==> src/hw/prefetch_params.svh <==
// Sizing constants for the instruction prefetch buffer
// PF_NUM_REQS may be 2 or 3; the queue depth follows from it
// PF_BOOT_ADDR must be word aligned

`ifndef PREFETCH_PARAMS_SVH
`define PREFETCH_PARAMS_SVH

// Granted requests that may still be waiting for a response
`define PF_NUM_REQS 2

// One entry more than the outstanding limit keeps the bus busy under back-pressure
`define PF_QUEUE_DEPTH (`PF_NUM_REQS + 1)

// Head address of the fetch queue out of reset
`define PF_BOOT_ADDR 32'h0000_0080

`endif

==> src/hw/prefetch_pkg.sv <==
// Shared types of the prefetch buffer
// The queue count width follows PF_QUEUE_DEPTH so that a full queue is representable

`include "prefetch_params.svh"

package prefetch_pkg;

  ////////////////////////////////////////////////////////////
  // Data widths
  ////////////////////////////////////////////////////////////

  // Byte address on both the core side and the memory side
  typedef logic [31:0] addr_t;

  // Raw 32-bit instruction word, no compressed realignment
  typedef logic [31:0] instr_t;

  // Fill level of the fetch queue, 0 up to PF_QUEUE_DEPTH
  typedef logic [$clog2(`PF_QUEUE_DEPTH + 1)-1:0] qcnt_t;

  ////////////////////////////////////////////////////////////
  // Request FSM
  ////////////////////////////////////////////////////////////

  // REQ_HOLD keeps an ungranted request on the bus
  // REQ_HOLD_DISCARD is the same, but a branch has already cancelled it
  typedef enum logic [1:0] {
    REQ_IDLE,
    REQ_HOLD,
    REQ_HOLD_DISCARD
  } req_state_e;

endpackage

==> src/hw/fetch_req_fsm.sv <==
// Memory request FSM of the prefetch buffer
// An ungranted request stays on the bus unchanged until grant or protection error
// A protection error in the address cycle is treated as the grant

`timescale 1ns/100ps
`include "prefetch_params.svh"

module fetch_req_fsm (
  input  logic clk_i,
  input  logic rst_ni,
  input  logic req_i,
  input  logic branch_i,
  input  logic branch_spec_i,
  input  logic instr_gnt_i,
  input  logic instr_pmp_err_i,
  input  logic space_i,
  input  logic full_i,
  input  logic empty_i,
  output logic instr_req_o,
  output logic issue_o,
  output logic hold_o,
  output logic accept_o,
  output logic accept_discard_o,
  output logic busy_o
);

  prefetch_pkg::req_state_e state_q, state_d;

  logic holding;
  logic branch_suppress;
  logic fresh_req;
  logic gnt_or_pmp_err;

  // Target on the bus is wrong when the branch is not taken
  assign branch_suppress = branch_spec_i & ~branch_i;

  assign holding = (state_q != prefetch_pkg::REQ_IDLE);

  // New request only with room for its response; a branch empties the queue anyway
  assign fresh_req = ~holding & req_i & ~branch_suppress &
                     (space_i | branch_i) & ~full_i;

  // Missing grant on a protection error is replaced here
  assign gnt_or_pmp_err = instr_gnt_i | instr_pmp_err_i;

  assign instr_req_o = holding | fresh_req;
  assign issue_o     = fresh_req;
  assign hold_o      = holding;
  assign accept_o    = instr_req_o & gnt_or_pmp_err;

  // Only a held request can be stale, a fresh one on a branch is the target itself
  assign accept_discard_o = accept_o & holding &
                            (branch_i | (state_q == prefetch_pkg::REQ_HOLD_DISCARD));

  ////////////////////////////////////////////////////////////
  // Next state
  ////////////////////////////////////////////////////////////

  always_comb begin
    state_d = state_q;
    case (state_q)
      prefetch_pkg::REQ_IDLE: begin
        if (fresh_req && !gnt_or_pmp_err) begin
          state_d = prefetch_pkg::REQ_HOLD;
        end
      end
      prefetch_pkg::REQ_HOLD: begin
        if (gnt_or_pmp_err) begin
          state_d = prefetch_pkg::REQ_IDLE;
        end else if (branch_i) begin
          state_d = prefetch_pkg::REQ_HOLD_DISCARD;
        end
      end
      prefetch_pkg::REQ_HOLD_DISCARD: begin
        if (gnt_or_pmp_err) begin
          state_d = prefetch_pkg::REQ_IDLE;
        end
      end
      default: state_d = prefetch_pkg::REQ_IDLE;
    endcase
  end

  always_ff @(posedge clk_i or negedge rst_ni) begin
    if (!rst_ni) begin
      state_q <= prefetch_pkg::REQ_IDLE;
    end else begin
      state_q <= state_d;
    end
  end

  // Busy while a request is on the bus or any response is still due
  assign busy_o = instr_req_o | ~empty_i;

endmodule

==> src/hw/outstanding_tracker.sv <==
// Tracks granted requests whose response has not come back yet
// Entries form a thermometer, entry 0 is always the oldest request
// Responses are assumed in request order, one rvalid per request

`timescale 1ns/100ps
`include "prefetch_params.svh"

module outstanding_tracker (
  input  logic clk_i,
  input  logic rst_ni,
  input  logic accept_i,
  input  logic accept_discard_i,
  input  logic pmp_err_i,
  input  logic rvalid_i,
  input  logic err_i,
  input  logic branch_i,
  output logic push_o,
  output logic push_err_o,
  output logic full_o,
  output logic empty_o
);

  localparam int unsigned NumReqs = `PF_NUM_REQS;

  logic [NumReqs-1:0] outst_q, outst_d;
  logic [NumReqs-1:0] discard_q, discard_d;
  logic [NumReqs-1:0] pmp_q, pmp_d;
  logic [NumReqs-1:0] fill;
  logic               rsp;

  // One-hot lowest free entry, taken by an accepted request
  assign fill = accept_i ? (~outst_q & {outst_q[NumReqs-2:0], 1'b1}) : '0;

  // A protection-errored head never sees rvalid, so it answers itself
  assign rsp = outst_q[0] & (rvalid_i | pmp_q[0]);

  ////////////////////////////////////////////////////////////
  // Entry update
  ////////////////////////////////////////////////////////////

  always_comb begin
    outst_d   = outst_q | fill;
    // Branch cancels everything already on its way back
    discard_d = discard_q | (outst_q & {NumReqs{branch_i}}) |
                (fill & {NumReqs{accept_discard_i}});
    pmp_d     = pmp_q | (fill & {NumReqs{pmp_err_i}});
    // Head answered, everything moves one step towards entry 0
    if (rsp) begin
      outst_d   = outst_d >> 1;
      discard_d = discard_d >> 1;
      pmp_d     = pmp_d >> 1;
    end
  end

  always_ff @(posedge clk_i or negedge rst_ni) begin
    if (!rst_ni) begin
      outst_q   <= '0;
      discard_q <= '0;
      pmp_q     <= '0;
    end else begin
      outst_q   <= outst_d;
      discard_q <= discard_d;
      pmp_q     <= pmp_d;
    end
  end

  ////////////////////////////////////////////////////////////
  // Outputs
  ////////////////////////////////////////////////////////////

  // Stale responses are swallowed here and never reach the queue
  assign push_o     = rsp & ~discard_q[0];
  assign push_err_o = err_i | pmp_q[0];

  assign full_o  = outst_q[NumReqs-1];
  assign empty_o = ~outst_q[0];

endmodule

==> src/hw/fetch_addr_unit.sv <==
// Fetch address generation
// Registers start undefined; the core branches before its first fetch

`timescale 1ns/100ps
`include "prefetch_params.svh"

module fetch_addr_unit (
  input  logic                clk_i,
  input  logic                branch_i,
  input  logic                branch_spec_i,
  input  logic                issue_i,
  input  logic                hold_i,
  input  prefetch_pkg::addr_t addr_i,
  output prefetch_pkg::addr_t instr_addr_o
);

  prefetch_pkg::addr_t fetch_addr_q;
  prefetch_pkg::addr_t held_addr_q;
  prefetch_pkg::addr_t bus_addr;
  prefetch_pkg::addr_t fetch_base;

  // Next address to request, restarted by a branch
  assign fetch_base = branch_i ? addr_i : {fetch_addr_q[31:2], 2'b00};

  always_ff @(posedge clk_i) begin
    if (branch_i || issue_i) begin
      fetch_addr_q <= fetch_base + {29'd0, issue_i, 2'b00};
    end
  end

  // Address of the request just issued, used only if the grant does not come at once
  always_ff @(posedge clk_i) begin
    if (issue_i) begin
      held_addr_q <= bus_addr;
    end
  end

  // Held request first so the bus stays stable until granted
  assign bus_addr = hold_i                      ? held_addr_q :
                    (branch_spec_i | branch_i)  ? addr_i :
                                                  fetch_addr_q;

  assign instr_addr_o = {bus_addr[31:2], 2'b00};

endmodule

==> src/hw/fetch_queue.sv <==
// Fetch queue between the memory responses and the core
// Entry 0 is the head; a pop shifts all entries down by one
// A push beyond the depth is prevented upstream by space_o

`timescale 1ns/100ps
`include "prefetch_params.svh"

module fetch_queue (
  input  logic                 clk_i,
  input  logic                 rst_ni,
  input  logic                 clear_i,
  input  logic                 push_i,
  input  logic                 push_err_i,
  input  prefetch_pkg::instr_t push_rdata_i,
  input  prefetch_pkg::addr_t  branch_addr_i,
  input  logic                 ready_i,
  output logic                 valid_o,
  output logic                 space_o,
  output prefetch_pkg::instr_t rdata_o,
  output prefetch_pkg::addr_t  addr_o,
  output logic                 err_o
);

  localparam int unsigned Depth = `PF_QUEUE_DEPTH;

  prefetch_pkg::instr_t rdata_q [Depth];
  logic                 err_q   [Depth];
  prefetch_pkg::qcnt_t  count_q;
  prefetch_pkg::qcnt_t  wr_idx;
  prefetch_pkg::addr_t  head_addr_q;
  logic                 pop;

  assign valid_o = (count_q != '0);
  assign pop     = valid_o & ready_i;

  // Write slot after this cycle's pop has shifted the entries
  assign wr_idx = count_q - prefetch_pkg::qcnt_t'(pop);

  // Room for a response to every request that can still be issued
  assign space_o = (prefetch_pkg::qcnt_t'(Depth) - count_q) >=
                   prefetch_pkg::qcnt_t'(`PF_NUM_REQS);

  ////////////////////////////////////////////////////////////
  // Storage
  ////////////////////////////////////////////////////////////

  for (genvar i = 0; i < Depth; i++) begin : g_entry
    prefetch_pkg::instr_t up_rdata;
    logic                 up_err;

    // Value moving in from the entry above on a pop
    if (i == Depth - 1) begin : g_top
      assign up_rdata = rdata_q[i];
      assign up_err   = err_q[i];
    end else begin : g_mid
      assign up_rdata = rdata_q[i+1];
      assign up_err   = err_q[i+1];
    end

    always_ff @(posedge clk_i) begin
      if (push_i && (wr_idx == prefetch_pkg::qcnt_t'(i))) begin
        rdata_q[i] <= push_rdata_i;
        err_q[i]   <= push_err_i;
      end else if (pop) begin
        rdata_q[i] <= up_rdata;
        err_q[i]   <= up_err;
      end
    end
  end

  ////////////////////////////////////////////////////////////
  // Fill level and head address
  ////////////////////////////////////////////////////////////

  // Clear wins over a push in the same cycle
  always_ff @(posedge clk_i or negedge rst_ni) begin
    if (!rst_ni) begin
      count_q <= '0;
    end else if (clear_i) begin
      count_q <= '0;
    end else begin
      count_q <= count_q + prefetch_pkg::qcnt_t'(push_i) - prefetch_pkg::qcnt_t'(pop);
    end
  end

  // Head address is rebuilt from the branch target, one word per pop
  always_ff @(posedge clk_i or negedge rst_ni) begin
    if (!rst_ni) begin
      head_addr_q <= `PF_BOOT_ADDR;
    end else if (clear_i) begin
      head_addr_q <= branch_addr_i;
    end else if (pop) begin
      head_addr_q <= head_addr_q + 32'd4;
    end
  end

  assign rdata_o = rdata_q[0];
  assign err_o   = err_q[0];
  assign addr_o  = head_addr_q;

endmodule

==> src/hw/prefetch_buffer.sv <==
// Instruction prefetch buffer for a 32-bit in-order core
// Memory side is pipelined with grant and rvalid, responses in order
// Core pops with ready_i; any taken branch flushes the buffer

`timescale 1ns/100ps
`include "prefetch_params.svh"

module prefetch_buffer (
  input  logic                 clk_i,
  input  logic                 rst_ni,
  input  logic                 req_i,
  input  logic                 branch_i,
  input  logic                 branch_spec_i,
  input  prefetch_pkg::addr_t  addr_i,
  input  logic                 ready_i,
  output logic                 valid_o,
  output prefetch_pkg::instr_t rdata_o,
  output prefetch_pkg::addr_t  addr_o,
  output logic                 err_o,
  // Memory side
  output logic                 instr_req_o,
  input  logic                 instr_gnt_i,
  output prefetch_pkg::addr_t  instr_addr_o,
  input  prefetch_pkg::instr_t instr_rdata_i,
  input  logic                 instr_err_i,
  input  logic                 instr_pmp_err_i,
  input  logic                 instr_rvalid_i,
  output logic                 busy_o
);

  logic space;
  logic full;
  logic empty;
  logic issue;
  logic hold;
  logic accept;
  logic accept_discard;
  logic push;
  logic push_err;

  ////////////////////////////////////////////////////////////
  // Request side
  ////////////////////////////////////////////////////////////

  fetch_req_fsm i_req_fsm (
    .clk_i            (clk_i),
    .rst_ni           (rst_ni),
    .req_i            (req_i),
    .branch_i         (branch_i),
    .branch_spec_i    (branch_spec_i),
    .instr_gnt_i      (instr_gnt_i),
    .instr_pmp_err_i  (instr_pmp_err_i),
    .space_i          (space),
    .full_i           (full),
    .empty_i          (empty),
    .instr_req_o      (instr_req_o),
    .issue_o          (issue),
    .hold_o           (hold),
    .accept_o         (accept),
    .accept_discard_o (accept_discard),
    .busy_o           (busy_o)
  );

  fetch_addr_unit i_addr_unit (
    .clk_i         (clk_i),
    .branch_i      (branch_i),
    .branch_spec_i (branch_spec_i),
    .issue_i       (issue),
    .hold_i        (hold),
    .addr_i        (addr_i),
    .instr_addr_o  (instr_addr_o)
  );

  ////////////////////////////////////////////////////////////
  // Response side
  ////////////////////////////////////////////////////////////

  outstanding_tracker i_tracker (
    .clk_i            (clk_i),
    .rst_ni           (rst_ni),
    .accept_i         (accept),
    .accept_discard_i (accept_discard),
    .pmp_err_i        (instr_pmp_err_i),
    .rvalid_i         (instr_rvalid_i),
    .err_i            (instr_err_i),
    .branch_i         (branch_i),
    .push_o           (push),
    .push_err_o       (push_err),
    .full_o           (full),
    .empty_o          (empty)
  );

  // Branch target becomes the new head address of the queue
  fetch_queue i_queue (
    .clk_i         (clk_i),
    .rst_ni        (rst_ni),
    .clear_i       (branch_i),
    .push_i        (push),
    .push_err_i    (push_err),
    .push_rdata_i  (instr_rdata_i),
    .branch_addr_i (addr_i),
    .ready_i       (ready_i),
    .valid_o       (valid_o),
    .space_o       (space),
    .rdata_o       (rdata_o),
    .addr_o        (addr_o),
    .err_o         (err_o)
  );

endmodule

==> config.mk <==
export PLATFORM = sky130hd
export DESIGN_NAME = prefetch_buffer
export DESIGN_NICKNAME = d
export VERILOG_FILES = /design/src/hw/prefetch_pkg.sv /design/src/hw/fetch_req_fsm.sv /design/src/hw/outstanding_tracker.sv /design/src/hw/fetch_addr_unit.sv /design/src/hw/fetch_queue.sv /design/src/hw/prefetch_buffer.sv
export VERILOG_INCLUDE_DIRS = /design/src /design/src/hw
export SDC_FILE = /design/constraint.sdc
export NUM_CORES = 1
export LEC_CHECK = 0
export BUFFER_PORTS_ARGS = -buffer_cell sky130_fd_sc_hd__buf_2
export CORE_ASPECT_RATIO = 1.1
export CORE_MARGIN = 2
export CORE_UTILIZATION = 35
export CTS_CLUSTER_DIAMETER = 40
export DETAILED_ROUTE_END_ITERATION = 6
export GPL_TIMING_DRIVEN = 0
export HOLD_SLACK_MARGIN = 0.03
export PLACE_DENSITY = 0.61
export SETUP_SLACK_MARGIN = 0.05
export SYNTH_ARGS = -nofsm -noshare
export SYNTH_HDL_FRONTEND = slang
export SYNTH_SLANG_ARGS = --single-unit
==> constraint.sdc <==
create_clock -name clk_i -period 5.8 [get_ports clk_i]
set_clock_uncertainty 0.15 [all_clocks]
set_input_delay 0.87 -clock clk_i [delete_from_list [all_inputs] [get_ports clk_i]]
set_output_delay 0.87 -clock clk_i [all_outputs]
set_load 0.02 [all_outputs]
==> impl_metrics.env <==
export IMPL_ir_worst_vdd_v=0.000243
export IMPL_startpoint="branch_i"
export IMPL_final_max_slew_viol_count=0
export IMPL_place_area_sq_um=11100
export IMPL_startpoint_type="input port"
export IMPL_fp_dieArea_sq_um=29000
export IMPL_hold_depth=1
export IMPL_numPortBuffers=170
export IMPL_place_hpwl_microns=16900
export IMPL_top_layer="met4"
export IMPL_postCtsSetupRepairBufs=0
export IMPL_crit_family="buffers and inverters"
export IMPL_drive_gt1_share_pct=35.2
export IMPL_die_height_microns=178
export IMPL_worstHoldStart="i_req_fsm.state_q[1]"
export IMPL_cts_root_buf="clkbuf_16"
export IMPL_rr_endpoint="i_addr_unit.fetch_addr_q[18]"
export IMPL_fin_cells=1343
export IMPL_fin_nets=1041
export IMPL_cp_data_arrival_time_ns=4.46
export IMPL_regToRegStartpoint="i_req_fsm.state_q[0]"
export IMPL_cts_sinks=201
export IMPL_p_per_area_nw_per_um2=438
export IMPL_synth_area_leaders="edfxtp_1 (49%), dfrtp_1 (11%), mux2_2 (8.1%), mux2i_1 (5.6%), xor2_1 (4.0%)"
export IMPL_gp_congestion=0.784
export IMPL_cts_buffers=34
export IMPL_grt_pass1_vias=6696
export IMPL_netlist_area_leader_share_pct=49.3
export IMPL_post_route_period_util_pct=75.6
export IMPL_crit_type="input port to flop"
export IMPL_tightest_slew_ns=1.01
export IMPL_tns_ns=0
export IMPL_whs_ns=0.340
export IMPL_initial_core_util_pct=35.7
export IMPL_max_freq_mhz=228
export IMPL_slowest_stage="clkbuf_1"
export IMPL_finish_instance_area_sq_um=12200
export IMPL_seq_area_frac_synth_pct=60.2
export IMPL_firstDrtPassIters=4
export IMPL_ant_nets=0
export IMPL_p_leak_uw=0.00479
export IMPL_synth_most_common_cell="edfxtp_1"
export IMPL_wire_per_inst_microns=17.7
export IMPL_reg2reg_depth=12
export IMPL_syn_cell_area_sq_um=9690
export IMPL_yosys_top_cells_count="edfxtp_1 (159), nand2_1 (93), mux2_2 (70), o21ai_0 (67), mux2i_1 (54)"
export IMPL_core_area_sq_um=27100
export IMPL_cts_path_max_buffers=3
export IMPL_fin_crit_ns=4.38
export IMPL_drt_iter0_markers=388
export IMPL_critical_path_max_stage_delay_ns=0.46
export IMPL_die_w_microns=163
export IMPL_hold_class="flop to flop"
export IMPL_area_delta_synth_final_pct=26.3
export IMPL_route_met3_wl_microns=1450
export IMPL_antenna_found_initial=0
export IMPL_overflow=0
export IMPL_finalHoldViolations=0
export IMPL_synth_distinct_cells=60
export IMPL_async_reset_ff_share_pct=20.9
export IMPL_crit_buf_inv=8
export IMPL_synth_area_leader_cell="edfxtp_1"
export IMPL_ys_seq_elements=201
export IMPL_cpMostUsedCell="buf_6"
export IMPL_num_rows=63
export IMPL_crit_fanout=10
export IMPL_dp_cells=1282
export IMPL_totalWireLength_microns=23800
export IMPL_cts_hold_buffers_added=0
export IMPL_cp_data_required_time_ns=5.88
export IMPL_rsz0062_at_grt="false"
export IMPL_utilization_pct=45.1
export IMPL_clk_latency_ns=0.50
export IMPL_boundaryPins=174
export IMPL_maxCapViolCount=0
export IMPL_r2r_slack_ns=2.11
export IMPL_met1_length_microns=10400
export IMPL_dr_wl_met2_microns=11300
export IMPL_htreeDepth=2
export IMPL_cts_resized=0
export IMPL_track_usage_pct=16.4
export IMPL_setup_violations=0
export IMPL_syn_area_per_cell_sq_um=12.9
export IMPL_drc=0
export IMPL_diodes=0
export IMPL_synth_edff_count=159
export IMPL_status="complete, no violations"
export IMPL_yosys_warnings=0
export IMPL_path_clk_slew_ns=0.05
export IMPL_ys_flop_type="edfxtp_1"
export IMPL_hold_path_end="i_req_fsm.state_q[0]"
export IMPL_grt_pass1_wl_microns=37100
export IMPL_path_cells="buf_6 > buf_6 > buf_4 > buf_2 > buf_2 > clkbuf_1 > nand2_1 > o21ai_0 > ha_1 > ha_1 > inv_1 > a221oi_4 > and3_1 > buf_6 > nand3_1 > xor2_1 > mux2i_1"
export IMPL_vias=6622
export IMPL_viasPerCell=4.93
export IMPL_cp_end_kind="flop"
export IMPL_synthCells=752
export IMPL_grt_max_degree=43
export IMPL_cts_tree="done"
export IMPL_slew_headroom_pct=32.5
[routing by layer]
layer	global-route usage, %	vias to the layer above
li1	-	3172
met1	20.9	3197
met2	27.5	208
met3	4.00	45
met4	5.83	0
met5	0	-
[where the power goes]
group / total (uW) / leakage [uW] / switching (uW) / internal [uW]
logic: 1200 / 0.00222 / 766 / 437
clock network: 2040 / 0.000570 / 728 / 1310
registers: 2120 / 0.00200 / 134 / 1990
total: 5360 / 0.00479 / 1630 / 3730
[worst reg2reg max path: cells and delay by family, from the launching register on]
kind                       cells  cell delay, ns
buffers and inverters          3            0.57
and+or+nand+nor                4            1.18
DFF                            1            0.42
adders and majority gates      2            0.54
AOI/OAI and AO/OA              1            0.32
muxes                          1            0.09
xor gates and xnor gates       1            0.16
[stage by stage]
| stage | setup slack [ns] | power (uW) |
|---|---|---|
| after global placement | -0.603 | 3330 |
| final | 1.42 | 5360 |
| after CTS | 1.33 | 5440 |
| after global routing | 1.08 | 5630 |
| after detailed placement | 0.829 | 3370 |
| after floorplan | 1.09 | 2930 |
[how the worst max path moves through the flow]
| stage | endpoint | slack (ns) | cells after the start |
|---|---|---|---|
| 3_3_place_gp | i_queue.rdata_q[1][26] | -0.60 | 6 |
| 4_1_cts | i_addr_unit.fetch_addr_q[18] | 1.33 | 17 |
| 2_1_floorplan | i_addr_unit.fetch_addr_q[24] | 1.09 | 15 |
| 3_5_place_dp | i_addr_unit.fetch_addr_q[24] | 0.83 | 17 |
| 6_report | i_addr_unit.fetch_addr_q[18] | 1.42 | 17 |
| 5_1_grt | i_addr_unit.fetch_addr_q[18] | 1.08 | 17 |
[layout by cell type, fill, tap and decap left out, drive strengths merged, types with 2 or more instances in the layout]
| cell type | count |
|---|---|
| nand4 | 9 |
| nand4b | 2 |
| conb | 2 |
| buf | 196 |
| xnor2 | 19 |
| mux2 | 71 |
| nand3 | 32 |
| clkinvlp | 3 |
| clkinv | 6 |
| o21ai | 70 |
| or2 | 6 |
| nand2 | 94 |
| edfxtp | 159 |
| nor2 | 26 |
| o31ai | 2 |
| bufinv | 2 |
| mux2i | 54 |
| inv | 20 |
| a31oi | 2 |
| clkbuf | 56 |
| a221oi | 2 |
| o22ai | 2 |
| o22a | 2 |
| nand3b | 3 |
| a21oi | 12 |
| xor2 | 44 |
| nand2b | 3 |
| and3 | 12 |
| ha | 6 |
| dfrtp | 41 |
| and3b | 3 |
| nor3 | 5 |
| nor2b | 3 |
| and2 | 4 |
[state kept, by name, indices dropped and copies added (netlist names)]
name / flops
i_addr_unit.fetch_addr_q: 30
i_tracker.outst_q: 2
i_queue.rdata_q: 96
i_queue.err_q: 3
i_queue.count_q: 2
i_addr_unit.held_addr_q: 30
i_req_fsm.state_q: 2
i_queue.addr_o: 32
i_tracker.discard_q: 2
i_tracker.pmp_q: 2
[kinds of logic (layout without fill, tap and decap cells)]
group                    Yosys count  in the layout  share of synthesized area (%)
buffers and inverters             50            283                           2.62
XOR/XNOR                          63             63                           5.70
flip-flops                       201            201                           60.2
AND/OR/NAND/NOR                  207            207                           10.7
other                              1              2                         0.0387
adder cells (fa/ha/maj)            6              6                          0.775
multiplexers                     125            125                           13.8
AO/OA/AOI/OAI                     99             99                           6.12
[final cells by class]
type	instances	area, sq um
fillers	2550	14900
flip-flops and latches	201	5830
multi-input cells	502	3630
clock buffers	43	980
repair buffers	172	893
well taps	357	447
plain buffers	37	205
clock inverters	18	195
inverters	13	48.8
No activity file was read; power rests on OpenSTA's default activity.
